$ cat config.mk
export PLATFORM = sky130hd
export DESIGN_NAME = ecc_sram_top
export DESIGN_NICKNAME = d
export VERILOG_FILES = /design/src/design/ecc_pkg.sv /design/src/design/ecc_reg_pkg.sv /design/src/design/ecc_bank_if.sv /design/src/design/ecc_bank_port.sv /design/src/design/ecc_manager.sv /design/src/design/ecc_read_check.sv /design/src/design/ecc_sram_bank.sv /design/src/design/ecc_sram_top.sv
export SDC_FILE = /design/constraint.sdc
export NUM_CORES = 2
export LEC_CHECK = 0
export BUFFER_PORTS_ARGS = -buffer_cell sky130_fd_sc_hd__buf_4
export CAP_MARGIN = 10
export CORE_AREA = 2 2 421 423
export CTS_BUF_LIST = sky130_fd_sc_hd__clkbuf_8
export DETAILED_ROUTE_END_ITERATION = 6
export DIE_AREA = 0 0 423 425
export PLACE_DENSITY = 0.66
export SLEW_MARGIN = 20
export SYNTH_ARGS = -nofsm -noshare
export SYNTH_HDL_FRONTEND = slang
export SYNTH_HIERARCHICAL = 1
export SYNTH_SLANG_ARGS = --single-unit
$ cat constraint.sdc
create_clock -name clk_i -period 6.8 [get_ports clk_i]
set_input_delay 1.02 -clock clk_i [delete_from_list [all_inputs] [get_ports clk_i]]
set_output_delay 1.02 -clock clk_i [all_outputs]
set_load 0.03 [all_outputs]
$ cat src/design/ecc_pkg.sv
`default_nettype none

package ecc_pkg;

  localparam int unsigned DataWidth = 32;
  localparam int unsigned EccWidth  = 7;
  localparam int unsigned CodeWidth = DataWidth + EccWidth;
  // Hamming syndrome bits, the top check bit holds the overall parity
  localparam int unsigned SynWidth  = EccWidth - 1;

  typedef struct packed {
    logic [EccWidth-1:0]  ecc;
    logic [DataWidth-1:0] data;
  } ecc_fields_t;

  // The raw view feeds parity and the test masks, the field view feeds the codec
  typedef union packed {
    logic [CodeWidth-1:0] raw;
    ecc_fields_t          f;
  } ecc_codeword_u;

  typedef struct packed {
    logic [DataWidth-1:0] data;
    logic                 single_err;
    logic                 double_err;
  } ecc_decode_t;

  // Data bits sit on the Hamming positions that are not a power of two, from 3 upward
  // The syndrome part is the XOR of the positions of all set data bits
  function automatic logic [SynWidth-1:0] ecc_syndrome(input logic [DataWidth-1:0] data);
    logic [SynWidth-1:0] syn;
    int unsigned         j;
    syn = '0;
    j   = 0;
    for (int unsigned p = 3; p < CodeWidth; p++) begin
      if ((p & (p - 1)) != 0) begin
        if (data[j]) begin
          syn ^= SynWidth'(p);
        end
        j++;
      end
    end
    return syn;
  endfunction

  function automatic ecc_codeword_u ecc_encode(input logic [DataWidth-1:0] data);
    ecc_codeword_u cw;
    cw.f.data            = data;
    cw.f.ecc[SynWidth-1:0] = ecc_syndrome(data);
    // Overall parity makes the XOR of the whole codeword zero
    cw.f.ecc[EccWidth-1] = ^{cw.f.ecc[SynWidth-1:0], data};
    return cw;
  endfunction

  function automatic ecc_decode_t ecc_decode(input ecc_codeword_u cw);
    ecc_decode_t         res;
    logic [SynWidth-1:0] syn;
    logic                par;
    int unsigned         j;
    syn            = cw.f.ecc[SynWidth-1:0] ^ ecc_syndrome(cw.f.data);
    par            = ^cw.raw;
    res.data       = cw.f.data;
    // Odd parity means one flip, even parity with a syndrome means two
    res.single_err = par;
    res.double_err = !par && (syn != '0);
    j              = 0;
    // A syndrome that points at a check bit leaves the data as it is
    for (int unsigned p = 3; p < CodeWidth; p++) begin
      if ((p & (p - 1)) != 0) begin
        if (par && syn == SynWidth'(p)) begin
          res.data[j] = ~res.data[j];
        end
        j++;
      end
    end
    return res;
  endfunction

endpackage

`default_nettype wire

$ cat src/design/ecc_reg_pkg.sv
`default_nettype none

package ecc_reg_pkg;

  localparam int unsigned MaxBanks     = 8;
  localparam int unsigned RegDataWidth = 32;

  // Register address is the field index on top of the bank index
  localparam int unsigned RegAddrWidth = 6;
  localparam int unsigned BankIdxWidth = $clog2(MaxBanks);
  localparam int unsigned FieldWidth   = RegAddrWidth - BankIdxWidth;

  // Shared by all banks, only bank index 0 is decoded
  localparam logic [FieldWidth-1:0] FieldScrubInterval = FieldWidth'(0);
  // Corrected errors seen on user reads
  localparam logic [FieldWidth-1:0] FieldMismatchCount = FieldWidth'(1);
  // Corrected errors written back by the scrubber
  localparam logic [FieldWidth-1:0] FieldScrubFixCount = FieldWidth'(2);
  // Active low test masks, a zero bit flips that bit on user writes
  localparam logic [FieldWidth-1:0] FieldMaskDataN     = FieldWidth'(3);
  localparam logic [FieldWidth-1:0] FieldMaskEccN      = FieldWidth'(4);

endpackage

`default_nettype wire

$ cat src/design/ecc_bank_if.sv
`timescale 1ns/10ps
`default_nettype none

// One bank access per cycle with req high, read data follows one cycle later
interface ecc_bank_if
  import ecc_pkg::*;
#(
  parameter int unsigned BankWords = 16
) ();

  localparam int unsigned AddrWidth = $clog2(BankWords);

  logic                 req;
  logic                 we;
  // Marks scrubber traffic, both the scrub reads and the writebacks
  logic                 is_scrub;
  logic [AddrWidth-1:0] addr;
  ecc_codeword_u        wdata;
  ecc_codeword_u        rdata;

  modport port (output req, output we, output is_scrub, output addr, output wdata);

  modport bank (input req, input we, input is_scrub, input addr, input wdata, output rdata);

  // The checker only watches the traffic and the returned codeword
  modport check (input req, input we, input is_scrub, input addr, input rdata);

endinterface

`default_nettype wire

$ cat src/design/ecc_bank_port.sv
`timescale 1ns/10ps
`default_nettype none

module ecc_bank_port
  import ecc_pkg::*;
#(
  parameter  int unsigned BankWords = 16,
  localparam int unsigned AddrWidth = $clog2(BankWords)
) (
  input  logic                 clk_i,
  input  logic                 rst_n_i,
  input  logic                 mem_req_i,
  input  logic                 mem_we_i,
  input  logic [AddrWidth-1:0] mem_addr_i,
  input  logic [DataWidth-1:0] mem_wdata_i,
  input  logic                 scrub_trigger_i,
  input  logic [DataWidth-1:0] mask_data_n_i,
  input  logic [EccWidth-1:0]  mask_ecc_n_i,
  input  logic                 fix_req_i,
  input  logic [AddrWidth-1:0] fix_addr_i,
  input  ecc_codeword_u        fix_word_i,
  ecc_bank_if.port             bank_o
);

  logic                 scrub_pend_q;
  logic                 scrub_rd_q;
  logic [AddrWidth-1:0] scrub_addr_q;
  logic                 scrub_want;
  logic                 fix_go;
  logic                 scrub_go;
  ecc_codeword_u        user_word;

  // Encode the user word, then flip every bit whose mask bit is low
  always_comb begin
    user_word     = ecc_encode(mem_wdata_i);
    user_word.raw = user_word.raw ^ ~{mask_ecc_n_i, mask_data_n_i};
  end

  // A trigger may issue in its own cycle when the bank is idle
  assign scrub_want = scrub_pend_q || scrub_trigger_i;

  // User first, then a pending writeback, then the scrub read
  assign fix_go = !mem_req_i && fix_req_i;

  // Only one scrub read may wait for its check result at a time
  assign scrub_go = !mem_req_i && !fix_req_i && !scrub_rd_q && scrub_want;

  always_comb begin
    bank_o.req      = mem_req_i || fix_go || scrub_go;
    bank_o.we       = mem_req_i ? mem_we_i : fix_go;
    bank_o.is_scrub = !mem_req_i;
    if (mem_req_i) begin
      bank_o.addr = mem_addr_i;
    end else if (fix_go) begin
      bank_o.addr = fix_addr_i;
    end else begin
      bank_o.addr = scrub_addr_q;
    end
    // Writebacks carry the corrected codeword straight through
    bank_o.wdata = mem_req_i ? user_word : fix_word_i;
  end

  always_ff @(posedge clk_i) begin
    if (!rst_n_i) begin
      scrub_pend_q <= 1'b0;
      scrub_rd_q   <= 1'b0;
      scrub_addr_q <= '0;
    end else begin
      // Triggers seen while a scrub is still waiting fold into the same request
      scrub_pend_q <= scrub_want && !scrub_go;
      scrub_rd_q   <= scrub_go;
      // The pointer wraps by itself since the depth is a power of two
      if (scrub_go) begin
        scrub_addr_q <= scrub_addr_q + 1'b1;
      end
    end
  end

endmodule

`default_nettype wire

$ cat src/design/ecc_manager.sv
`timescale 1ns/10ps
`default_nettype none

module ecc_manager
  import ecc_pkg::*;
  import ecc_reg_pkg::*;
#(
  parameter int unsigned NumBanks = 2
) (
  input  logic                               clk_i,
  input  logic                               rst_n_i,
  input  logic                               reg_valid_i,
  input  logic                               reg_write_i,
  input  logic [RegAddrWidth-1:0]            reg_addr_i,
  input  logic [RegDataWidth-1:0]            reg_wdata_i,
  output logic [RegDataWidth-1:0]            reg_rdata_o,
  output logic                               reg_error_o,
  input  logic [NumBanks-1:0]                access_fault_i,
  input  logic [NumBanks-1:0]                scrub_fix_i,
  output logic [NumBanks-1:0]                scrub_trigger_o,
  output logic [NumBanks-1:0][DataWidth-1:0] mask_data_n_o,
  output logic [NumBanks-1:0][EccWidth-1:0]  mask_ecc_n_o
);

  // Kind 0 counts mismatches and kind 1 counts scrub fixes, in field order
  localparam int unsigned NumKinds = 2;

  logic [FieldWidth-1:0]                               field;
  logic [BankIdxWidth-1:0]                             bank_idx;
  logic [NumBanks-1:0]                                 bank_sel;
  logic                                                bank_ok;
  logic                                                field_ok;
  logic                                                wr_en;
  logic [NumKinds-1:0][NumBanks-1:0]                   inc;
  logic [RegDataWidth-1:0]                             interval_q;
  logic [NumBanks-1:0][NumKinds-1:0][RegDataWidth-1:0] count_q;
  logic [NumBanks-1:0][RegDataWidth-1:0]               tick_q;

  assign field    = reg_addr_i[RegAddrWidth-1 -: FieldWidth];
  assign bank_idx = reg_addr_i[BankIdxWidth-1:0];
  assign inc      = {scrub_fix_i, access_fault_i};
  // Rejected accesses never change a register
  assign wr_en    = reg_valid_i && reg_write_i && !reg_error_o;

  // Register read path, purely combinational
  always_comb begin
    reg_rdata_o = '0;
    bank_sel    = '0;
    for (int unsigned b = 0; b < NumBanks; b++) begin
      bank_sel[b] = (bank_idx == BankIdxWidth'(b));
      if (bank_sel[b]) begin
        case (field)
          FieldMismatchCount: reg_rdata_o = count_q[b][0];
          FieldScrubFixCount: reg_rdata_o = count_q[b][1];
          FieldMaskDataN:     reg_rdata_o = mask_data_n_o[b];
          FieldMaskEccN:      reg_rdata_o = RegDataWidth'(mask_ecc_n_o[b]);
          default:            reg_rdata_o = '0;
        endcase
      end
    end
    // Field indices are contiguous from the interval up to the ecc mask
    field_ok = (field <= FieldMaskEccN);
    bank_ok  = |bank_sel;
    if (field == FieldScrubInterval) begin
      reg_rdata_o = interval_q;
      bank_ok     = (bank_idx == '0);
    end
    reg_error_o = reg_valid_i && !(field_ok && bank_ok);
  end

  always_ff @(posedge clk_i) begin
    if (!rst_n_i) begin
      interval_q    <= '0;
      count_q       <= '0;
      mask_data_n_o <= '1;
      mask_ecc_n_o  <= '1;
    end else begin
      if (wr_en && field == FieldScrubInterval) begin
        interval_q <= reg_wdata_i;
      end
      for (int unsigned b = 0; b < NumBanks; b++) begin
        // Software writes take priority over a same-cycle increment
        for (int unsigned k = 0; k < NumKinds; k++) begin
          if (wr_en && bank_sel[b] && field == FieldMismatchCount + FieldWidth'(k)) begin
            count_q[b][k] <= reg_wdata_i;
          end else if (inc[k][b]) begin
            count_q[b][k] <= count_q[b][k] + 1'b1;
          end
        end
        if (wr_en && bank_sel[b] && field == FieldMaskDataN) begin
          mask_data_n_o[b] <= reg_wdata_i;
        end
        if (wr_en && bank_sel[b] && field == FieldMaskEccN) begin
          mask_ecc_n_o[b] <= reg_wdata_i[EccWidth-1:0];
        end
      end
    end
  end

  // Interval counters run 0 to I and wrap, a zero interval holds them clear
  always_ff @(posedge clk_i) begin
    for (int unsigned b = 0; b < NumBanks; b++) begin
      if (!rst_n_i || interval_q == '0 || tick_q[b] == interval_q) begin
        tick_q[b] <= '0;
      end else begin
        tick_q[b] <= tick_q[b] + 1'b1;
      end
    end
  end

  // One trigger pulse every I+1 cycles, at the wrap point
  always_comb begin
    for (int unsigned b = 0; b < NumBanks; b++) begin
      scrub_trigger_o[b] = (interval_q != '0) && (tick_q[b] == interval_q);
    end
  end

endmodule

`default_nettype wire

$ cat src/design/ecc_read_check.sv
`timescale 1ns/10ps
`default_nettype none

module ecc_read_check
  import ecc_pkg::*;
#(
  parameter  int unsigned BankWords = 16,
  localparam int unsigned AddrWidth = $clog2(BankWords)
) (
  input  logic                 clk_i,
  input  logic                 rst_n_i,
  ecc_bank_if.check            bank_i,
  output logic                 mem_rvalid_o,
  output logic [DataWidth-1:0] mem_rdata_o,
  output logic                 mem_fault_o,
  output logic                 mem_uncorr_o,
  output logic                 access_fault_o,
  output logic                 scrub_fix_o,
  output logic                 fix_req_o,
  output logic [AddrWidth-1:0] fix_addr_o,
  output ecc_codeword_u        fix_word_o
);

  logic                 user_rd_q;
  logic                 scrub_rd_q;
  logic [AddrWidth-1:0] rd_addr_q;
  ecc_decode_t          dec;
  logic                 user_wr;
  logic                 fix_hit;
  logic                 fix_drop;

  // rdata belongs to the read that was issued one cycle earlier
  assign dec     = ecc_decode(bank_i.rdata);
  assign user_wr = bank_i.req && bank_i.we && !bank_i.is_scrub;

  // A word the user overwrites in this same cycle must not be written back
  assign fix_hit = scrub_rd_q && dec.single_err && !(user_wr && bank_i.addr == rd_addr_q);

  // The writeback retires once the port issues it, or when the user writes that word first
  assign fix_drop = bank_i.req && bank_i.we && (bank_i.is_scrub || bank_i.addr == fix_addr_o);

  always_ff @(posedge clk_i) begin
    if (!rst_n_i) begin
      user_rd_q    <= 1'b0;
      scrub_rd_q   <= 1'b0;
      mem_rvalid_o <= 1'b0;
      mem_fault_o  <= 1'b0;
      mem_uncorr_o <= 1'b0;
      scrub_fix_o  <= 1'b0;
      fix_req_o    <= 1'b0;
    end else begin
      user_rd_q    <= bank_i.req && !bank_i.we && !bank_i.is_scrub;
      scrub_rd_q   <= bank_i.req && !bank_i.we && bank_i.is_scrub;
      mem_rvalid_o <= user_rd_q;
      mem_fault_o  <= user_rd_q && dec.single_err;
      mem_uncorr_o <= user_rd_q && dec.double_err;
      // Double errors on scrub reads cannot be repaired and are skipped
      scrub_fix_o  <= fix_hit;
      if (fix_hit) begin
        fix_req_o <= 1'b1;
      end else if (fix_drop) begin
        fix_req_o <= 1'b0;
      end
    end
  end

  always_ff @(posedge clk_i) begin
    rd_addr_q <= bank_i.addr;
    if (user_rd_q) begin
      mem_rdata_o <= dec.data;
    end
    // Re-encoding gives a clean codeword, also when the flip was in a check bit
    if (fix_hit) begin
      fix_addr_o <= rd_addr_q;
      fix_word_o <= ecc_encode(dec.data);
    end
  end

  // The manager counts the same corrected user reads that the user sees flagged
  assign access_fault_o = mem_fault_o;

endmodule

`default_nettype wire

$ cat src/design/ecc_sram_bank.sv
`timescale 1ns/10ps
`default_nettype none

module ecc_sram_bank
  import ecc_pkg::*;
#(
  parameter int unsigned BankWords = 16
) (
  input  logic     clk_i,
  ecc_bank_if.bank bank_i
);

  ecc_codeword_u mem_q [BankWords];

  // Single port: a cycle either writes the word or reads it into rdata
  always_ff @(posedge clk_i) begin
    if (bank_i.req) begin
      if (bank_i.we) begin
        mem_q[bank_i.addr] <= bank_i.wdata;
      end else begin
        // rdata holds its value until the next read
        bank_i.rdata <= mem_q[bank_i.addr];
      end
    end
  end

endmodule

`default_nettype wire

$ cat src/design/ecc_sram_top.sv
`timescale 1ns/10ps
`default_nettype none

module ecc_sram_top
  import ecc_pkg::*;
  import ecc_reg_pkg::*;
#(
  parameter  int unsigned NumBanks  = 2,
  parameter  int unsigned BankWords = 16,
  localparam int unsigned AddrWidth = $clog2(BankWords)
) (
  input  logic                               clk_i,
  input  logic                               rst_n_i,
  input  logic                               reg_valid_i,
  input  logic                               reg_write_i,
  input  logic [RegAddrWidth-1:0]            reg_addr_i,
  input  logic [RegDataWidth-1:0]            reg_wdata_i,
  output logic [RegDataWidth-1:0]            reg_rdata_o,
  output logic                               reg_error_o,
  input  logic [NumBanks-1:0]                mem_req_i,
  input  logic [NumBanks-1:0]                mem_we_i,
  input  logic [NumBanks-1:0][AddrWidth-1:0] mem_addr_i,
  input  logic [NumBanks-1:0][DataWidth-1:0] mem_wdata_i,
  output logic [NumBanks-1:0]                mem_rvalid_o,
  output logic [NumBanks-1:0][DataWidth-1:0] mem_rdata_o,
  output logic [NumBanks-1:0]                mem_fault_o,
  output logic [NumBanks-1:0]                mem_uncorr_o
);

  logic [NumBanks-1:0]                scrub_trigger;
  logic [NumBanks-1:0][DataWidth-1:0] mask_data_n;
  logic [NumBanks-1:0][EccWidth-1:0]  mask_ecc_n;
  logic [NumBanks-1:0]                access_fault;
  logic [NumBanks-1:0]                scrub_fix;
  // Writeback requests from each checker back to its port
  logic [NumBanks-1:0]                fix_req;
  logic [NumBanks-1:0][AddrWidth-1:0] fix_addr;
  ecc_codeword_u [NumBanks-1:0]       fix_word;

  ecc_manager #(
    .NumBanks (NumBanks)
  ) i_manager (
    .clk_i           (clk_i),
    .rst_n_i         (rst_n_i),
    .reg_valid_i     (reg_valid_i),
    .reg_write_i     (reg_write_i),
    .reg_addr_i      (reg_addr_i),
    .reg_wdata_i     (reg_wdata_i),
    .reg_rdata_o     (reg_rdata_o),
    .reg_error_o     (reg_error_o),
    .access_fault_i  (access_fault),
    .scrub_fix_i     (scrub_fix),
    .scrub_trigger_o (scrub_trigger),
    .mask_data_n_o   (mask_data_n),
    .mask_ecc_n_o    (mask_ecc_n)
  );

  // Each bank is a port, the memory and its read checker around one bus
  for (genvar b = 0; b < NumBanks; b++) begin : gen_bank
    ecc_bank_if #(
      .BankWords (BankWords)
    ) bank_bus ();

    ecc_bank_port #(
      .BankWords (BankWords)
    ) i_port (
      .clk_i           (clk_i),
      .rst_n_i         (rst_n_i),
      .mem_req_i       (mem_req_i[b]),
      .mem_we_i        (mem_we_i[b]),
      .mem_addr_i      (mem_addr_i[b]),
      .mem_wdata_i     (mem_wdata_i[b]),
      .scrub_trigger_i (scrub_trigger[b]),
      .mask_data_n_i   (mask_data_n[b]),
      .mask_ecc_n_i    (mask_ecc_n[b]),
      .fix_req_i       (fix_req[b]),
      .fix_addr_i      (fix_addr[b]),
      .fix_word_i      (fix_word[b]),
      .bank_o          (bank_bus.port)
    );

    ecc_sram_bank #(
      .BankWords (BankWords)
    ) i_bank (
      .clk_i  (clk_i),
      .bank_i (bank_bus.bank)
    );

    ecc_read_check #(
      .BankWords (BankWords)
    ) i_check (
      .clk_i          (clk_i),
      .rst_n_i        (rst_n_i),
      .bank_i         (bank_bus.check),
      .mem_rvalid_o   (mem_rvalid_o[b]),
      .mem_rdata_o    (mem_rdata_o[b]),
      .mem_fault_o    (mem_fault_o[b]),
      .mem_uncorr_o   (mem_uncorr_o[b]),
      .access_fault_o (access_fault[b]),
      .scrub_fix_o    (scrub_fix[b]),
      .fix_req_o      (fix_req[b]),
      .fix_addr_o     (fix_addr[b]),
      .fix_word_o     (fix_word[b])
    );
  end

endmodule

`default_nettype wire

== After elaboration in Yosys (flattened, before gate mapping) ==
Memories as Yosys holds them, arrays and structs flattened. A register that Yosys moved wholly into a read port is not among the register bits.
Index checks and enable logic that the tools add are counted.

* Equality and inequality tests: 75
* Order comparisons: 63
* Bitwise logic cells: 258
* Add/subtract/negate cells: 68
* Mux-type cells: 538
* Reductions and logical operators: 164

{| class="wikitable"
|+ Operators by type and width
! cell !! number
|-
| $mux 32 || 75
|-
| $add 32x1->32 const B || 66
|-
| $lt 32x6->1 const B || 62
|-
| $mux 6 || 102
|-
| $mux 5 || 92
|-
| $bmux 1 s5 || 62
|-
| $pmux 32 s4 || 2
|-
| $not 3->3 || 78
|-
| $mux 4 || 48
|-
| $eq 6x5->1 const B || 30
|-
| $reduce_xor 38->1 || 4
|-
| $not 2->2 || 72
|-
| $not 4->4 || 30
|-
| $logic_and 1x1->1 || 115
|-
| $eq 6x4->1 const B || 14
|-
| $mux 39 || 2
|-
| $not 39->39 || 2
|-
| $reduce_xor 39->1 || 2
|-
| $xor 39x39->39 || 2
|-
| $mux 1 || 77
|-
| $eq 6x6->1 const B || 12
|-
| $not 1->1 || 66
|-
| $eq 32x32->1 || 2
|-
| $mux 31 || 2
|-
| 45 further kinds || 147
|}

* Memories kept: 2
* Output and inout bits: 103
* Word-level logic and storage cells: 1207
* Bits in writable memories: 1248
* Bits in registers: 486

{| class="wikitable"
|+ Memory list
! name !! words !! bits a word !! read ports !! clocked after memory_dff !! write ports !! line !! RTL
|-
| gen_bank[0].i_bank.mem_q || 16 || 39 || 1 || 1 || 1 || ecc_sram_bank.sv:13 || <nowiki>ecc_codeword_u mem_q [BankWords];</nowiki>
|-
| gen_bank[1].i_bank.mem_q || 16 || 39 || 1 || 1 || 1 || ecc_sram_bank.sv:13 ||
|}

== Logic depth before layout (Yosys ltp) ==
* Word-level depth: 194
* Mapped depth: 13
* Gate-level depth less buffers: 11

== Hierarchy ==
The synthesis kept the hierarchy.

{| class="wikitable"
|+ Modules (own cells, without submodules)
! module !! seq. area each (µm²) !! cells an instance !! times used !! area an instance (µm²)
|-
| ecc_sram_bank (gen_bank[1].i_bank) || 19909.1 || 1019 || 1 || 24609.9
|-
| ecc_sram_bank (gen_bank[0].i_bank) || 19909.1 || 1019 || 1 || 24607.4
|-
| ecc_manager || 6045.8 || 1979 || 1 || 15856.5
|-
| ecc_read_check (gen_bank[1].i_check) || 2472.4 || 364 || 1 || 4963.5
|-
| ecc_read_check (gen_bank[0].i_check) || 2472.4 || 353 || 1 || 4899.7
|-
| ecc_bank_port (gen_bank[0].i_port) || 120.1 || 184 || 1 || 1755.4
|-
| ecc_bank_port (gen_bank[1].i_port) || 120.1 || 187 || 1 || 1754.2
|}

== Worst setup path before layout ==
Ideal clock, no wire load.

* Kind: in2reg
* Start: input mem_req_i[0]
* End: memory gen_bank[0].i_bank/mem_q[0][0] (netlist name), enable pin
* Stages: 8
* Data arrival time: 5.455 ns
* Required time: 6.316 ns
* Path buffers: 5
* Slack: 0.861 ns
* Path through: clkbuf_1 -> buf_1 -> o21ai_0 -> buf_6 -> buf_6 -> buf_4 -> or3_1 -> nor3_1

* Elaborated cells on any way between the ends: 13

{| class="wikitable"
|+ RTL lines
! element !! line !! RTL
|-
| start, declared || ecc_sram_top.sv:20 || <nowiki>input logic [NumBanks-1:0] mem_req_i,</nowiki>
|-
| $logic_not 1->1 || ecc_bank_port.sv:43 || <nowiki>assign fix_go = !mem_req_i && fix_req_i;</nowiki>
|-
| $logic_and 1x1->1 || ecc_bank_port.sv:43 ||
|-
| $mux 4 || ecc_bank_port.sv:54 || <nowiki>end else if (fix_go) begin</nowiki>
|-
| $mux 4 (*) || ecc_bank_port.sv:52 || <nowiki>if (mem_req_i) begin</nowiki>
|-
| named net gen_bank[0].bank_bus.addr[0] || ecc_bank_if.sv:17 || <nowiki>logic [AddrWidth-1:0] addr;</nowiki>
|-
| end, declared || ecc_sram_bank.sv:13 ||
|}

Mark *: on every way through the listed nets, which the timed path passes. The rest lies on a longest branch.

==> run summary <==
The global routing stage identified its most utilized layer as met2. The worst relative slew slack came out at 0.184. The tightest hold path in the finished design has a slack of 0.345 ns.

From synthesis to final layout, the design area changed by 12.9%. The final number of setup-violating endpoints came out at 0. Of the post-synthesis cell area, the dominant cell type holds 0.565. The slowest library cell on the worst path is xnor2_2. The area of the core is 175,000 um2. STA classifies the critical path endpoint as a flop. In this run the number of H-tree levels came out at 5. No sink is reached through more buffers than the 4 on the longest clock path. The leakage power came out at 29.3 nW.

The accumulated negative setup slack is 0 ns. The die height is 425 um. The standard cell area after detailed placement came out at 82,900 um2. The data arrival at the endpoint of the critical path is 5.68 ns. Traced cell by cell, the critical path runs through xnor3_1, xor2_1, xnor3_1, xnor2_2, nand2_1, nor4b_4, xor2_2, xnor3_1, xnor2_1, xnor3_1, xnor3_1. The remaining routing DRC violations is 0. For the worst-skew pair, the clock arrives at the later sink with an insertion delay of 1.02 ns. The sum of net half-perimeters after detailed placement is 142,000 um.

The number of buffers inserted by post-CTS setup repair is 0. The sequential element share of the synthesized area came out at 0.651. The total count of hold-check failures in the final report came out at 0.

For this run, the total global-route usage over all layers was measured as 0.237. The maximum VDD drop is 1080 uV. For this configuration, the core starts out at a cell density of 0.447.

Power spread over the standard cell area amounts to 474 nW/um2. The first-pass GRT wire length came out at 313,000 um. TritonCTS built the clock tree. By instance count, the leading cell after synthesis is edfxtp_1. In the global route stage, met1 resource usage came out at 0.316. The routed wire length is 216,000 um. Setup repair after global routing left no endpoint under its margin. In the global route stage, met3 resource usage came out at 0.0379.

The count of synthesis-stage warnings from yosys came out at 6. The number of global-route vias before repair came to 45,497. The synthesized design contains 1,812 register bits. The flow ran to the end, and the final reports show no timing, DRC or antenna violations. The post-synthesis net count is 5,231. The hold buffer count at cts is 0. The clock skew after layout came out at 0.104 ns. The share of async-settable or async-resettable flops after synthesis came out at 0. Counting every sink on the clock net gives 1,812.

The startpoint of the worst register-to-register path is gen_bank[1].i_bank/bank_i.rdata[17]. The CTS buffer count is 313. Gates resized during post-CTS repair numbered 0. The highest net fanout along the worst path came out at 14.

Summing every instance area after synthesis gives 78,400 um2. The worst hold-check path type is input port to flop. The die width is 423 um. Counting stages on the worst path, the most repeated cell is xnor3_1.

The number of flops mapped to enable cells by yosys is 1,476. The average detailed-routed wire length per instance came out at 26.9 um. Subtracting the final worst setup slack from the clock period gives 4.96 ns. The overall power consumption is 42.0 mW. The worst hold path begins at rst_n_i. The post-synthesis cell type with the largest combined area is edfxtp_1. For this run, the leading register cell type out of synthesis is edfxtp_1. The fraction of layout cells with a size suffix above 1 came out at 0.224. In this run the worst setup path begins at gen_bank[1].i_bank/bank_i.rdata[17]. The floorplan die area is 180,000 um2. The count of final max-slew check failures came out at 0. The routed layout has 46,233 vias. The number of antenna violations at the first check in global routing is 11. Sorting the synthesized cells by how often they occur yields edfxtp_1 (1,476), xnor2_1 (451), nand2_1 (432).

The number of library cell types mapped by synthesis is 79. Clock tree synthesis selected as its root buffer the cell clkbuf_8. The number of max-capacitance violations reported is 0. The first routing iteration left 5,171 violations.

The critical path is of the flop to flop type. At the pin with the least slew margin, the transition time is 1.22 ns. The worst path required time came out at 7.52 ns. The residual antenna-violating net count after detailed routing came out at 0. The delay of the slowest cell on the worst path is 0.58 ns. The overall overflow remaining after global route is 0. Grouping stages by cell kind, the critical path spends the most delay in XOR/XNOR gates. The number of instances in the synthesized netlist is 5,105. The buffering stage count on the worst path with inverters included is 0. The met2 demand-to-capacity share in global routing came out at 0.382. Summing all non-filler instances in the final layout gives an area of 88,600 um2.

The number of input and output port buffers inserted is 220. The number of nets in the layout is 5,588. Sorting the synthesized cells by area gives the leading types as edfxtp_1 (57%), mux4_2 (9.0%), dfxtp_1 (8.6%), xnor2_1 (5.0%), xor2_1 (2.6%). Entering global routing, the biggest net connects 157 pins.

After floorplanning, the core was divided into 154 placement rows. The element type at the critical path start is a flop. The post-route clock period utilization is 0.729. The clock slew at the register clock pins of the worst setup and hold paths came out at 0.06 ns.

The number of iterations in the first detailed-routing pass is 6. The end-of-flow core utilization came out at 0.505. During I/O placement, the number of pins put on the boundary was 221. Routability-driven placement finished with a final weighted congestion of 0.916. The per-cell via count in the routed design is 5.76. The average instance area after synthesis came out at 15.4 um2. The peak clock frequency supported by timing is 0.202 GHz.
power breakdown:
part	internal [mW]	total [mW]	leakage, nW	switching [mW]
Clock	4.79	9.13	3.24	4.34
Combinational	7.29	18.1	10.0	10.8
Sequential	14.2	14.7	16.1	0.469
state kept, by name, summed over array words and instances, names as in the netlist, 8 cells and up:
| register | flops |
|---|---|
| gen_bank.i_bank/bank_i.rdata | 78 |
| i_manager/interval_q | 32 |
| gen_bank.i_check/fix_addr_o | 8 |
| i_manager/count_q | 128 |
| gen_bank.i_check/rd_addr_q | 8 |
| i_manager/mask_data_n_o | 64 |
| gen_bank.i_check/mem_rdata_o | 64 |
| gen_bank.i_port/scrub_addr_q | 8 |
| gen_bank.i_bank/mem_q | 1248 |
| i_manager/mask_ecc_n_o | 14 |
| i_manager/tick_q | 64 |
| gen_bank.i_check/fix_word_o | 78 |
per-layer routing:
metal / vias up / share of wire / routed length (um)
li1: 20273 / - / -
met1: 23523 / 0.40 / 86700
met2: 1954 / 0.48 / 104000
met3: 483 / 0.068 / 14800
met4: 0 / 0.048 / 10400
met5: - / 0 / 0
through the flow:
| step | std cells | worst slack, ns |
|---|---|---|
| CTS | 8022 | 1.87 |
| global route | 8027 | 1.70 |
| global placement | 7486 | 2.00 |
| finish | 8028 | 1.84 |
| detailed placement | 7486 | 1.91 |
| floorplan | 5105 | 0.861 |
placed cells by master, fill, tap and decap left out, types with 54 or more instances in the layout:
| master | n |
|---|---|
| edfxtp_1 | 1476 |
| xnor2_1 | 451 |
| nand2_1 | 431 |
| clkbuf_8 | 338 |
| dfxtp_1 | 335 |
| mux4_2 | 312 |
| buf_4 | 306 |
| xor2_1 | 229 |
| a22oi_1 | 220 |
| nor2_1 | 177 |
| nand3_1 | 166 |
| a21oi_1 | 143 |
| o21ai_0 | 140 |
| mux2_2 | 132 |
| inv_1 | 127 |
| nand4_1 | 92 |
| clkinv_1 | 54 |
area by class of cell:
| class | instances | area [um2] |
|---|---|---|
| Clock buffer | 338 | 4650 |
| Tap cell | 2340 | 2930 |
| Antenna cell | 5 | 12.5 |
| Timing Repair Buffer | 313 | 2430 |
| Clock inverter | 198 | 991 |
| Multi-Input combinational cell | 2988 | 26400 |
| Fill cell | 14617 | 86800 |
| Sequential cell | 1812 | 51100 |
| Inverter | 34 | 128 |
kinds of logic (layout without fill, tap and decap cells):
family,Yosys count,in the layout,share of synthesized area
adders and majority gates,8,8,0.00128
buffers and inverters,305,883,0.0181
other,0,5,0
and+or+nand+nor,1141,1141,0.0704
xor gates and xnor gates,764,764,0.0983
DFF,1812,1812,0.651
AOI/OAI and AO/OA,613,613,0.0503
muxes,462,462,0.111
worst register-to-register path, delay by kind of cell, from the launching register on:
kind / cells / cell delay (ns)
AND/OR/NAND/NOR: 2 / 0.78
flip-flops: 1 / 0.47
XOR/XNOR: 9 / 3.45
path summary, 6_finish.rpt:
path,to,slack (ns),cells after the start
max,gen_bank[1].i_check/fix_word_o[38],1.84,11
min,i_manager/mask_data_n_o[30],0.35,2
max reg2reg,gen_bank[1].i_check/fix_word_o[38],1.84,11
min reg2reg,gen_bank[0].i_check/fix_addr_o[1],0.42,0
Power figures use the tool's default switching activity.
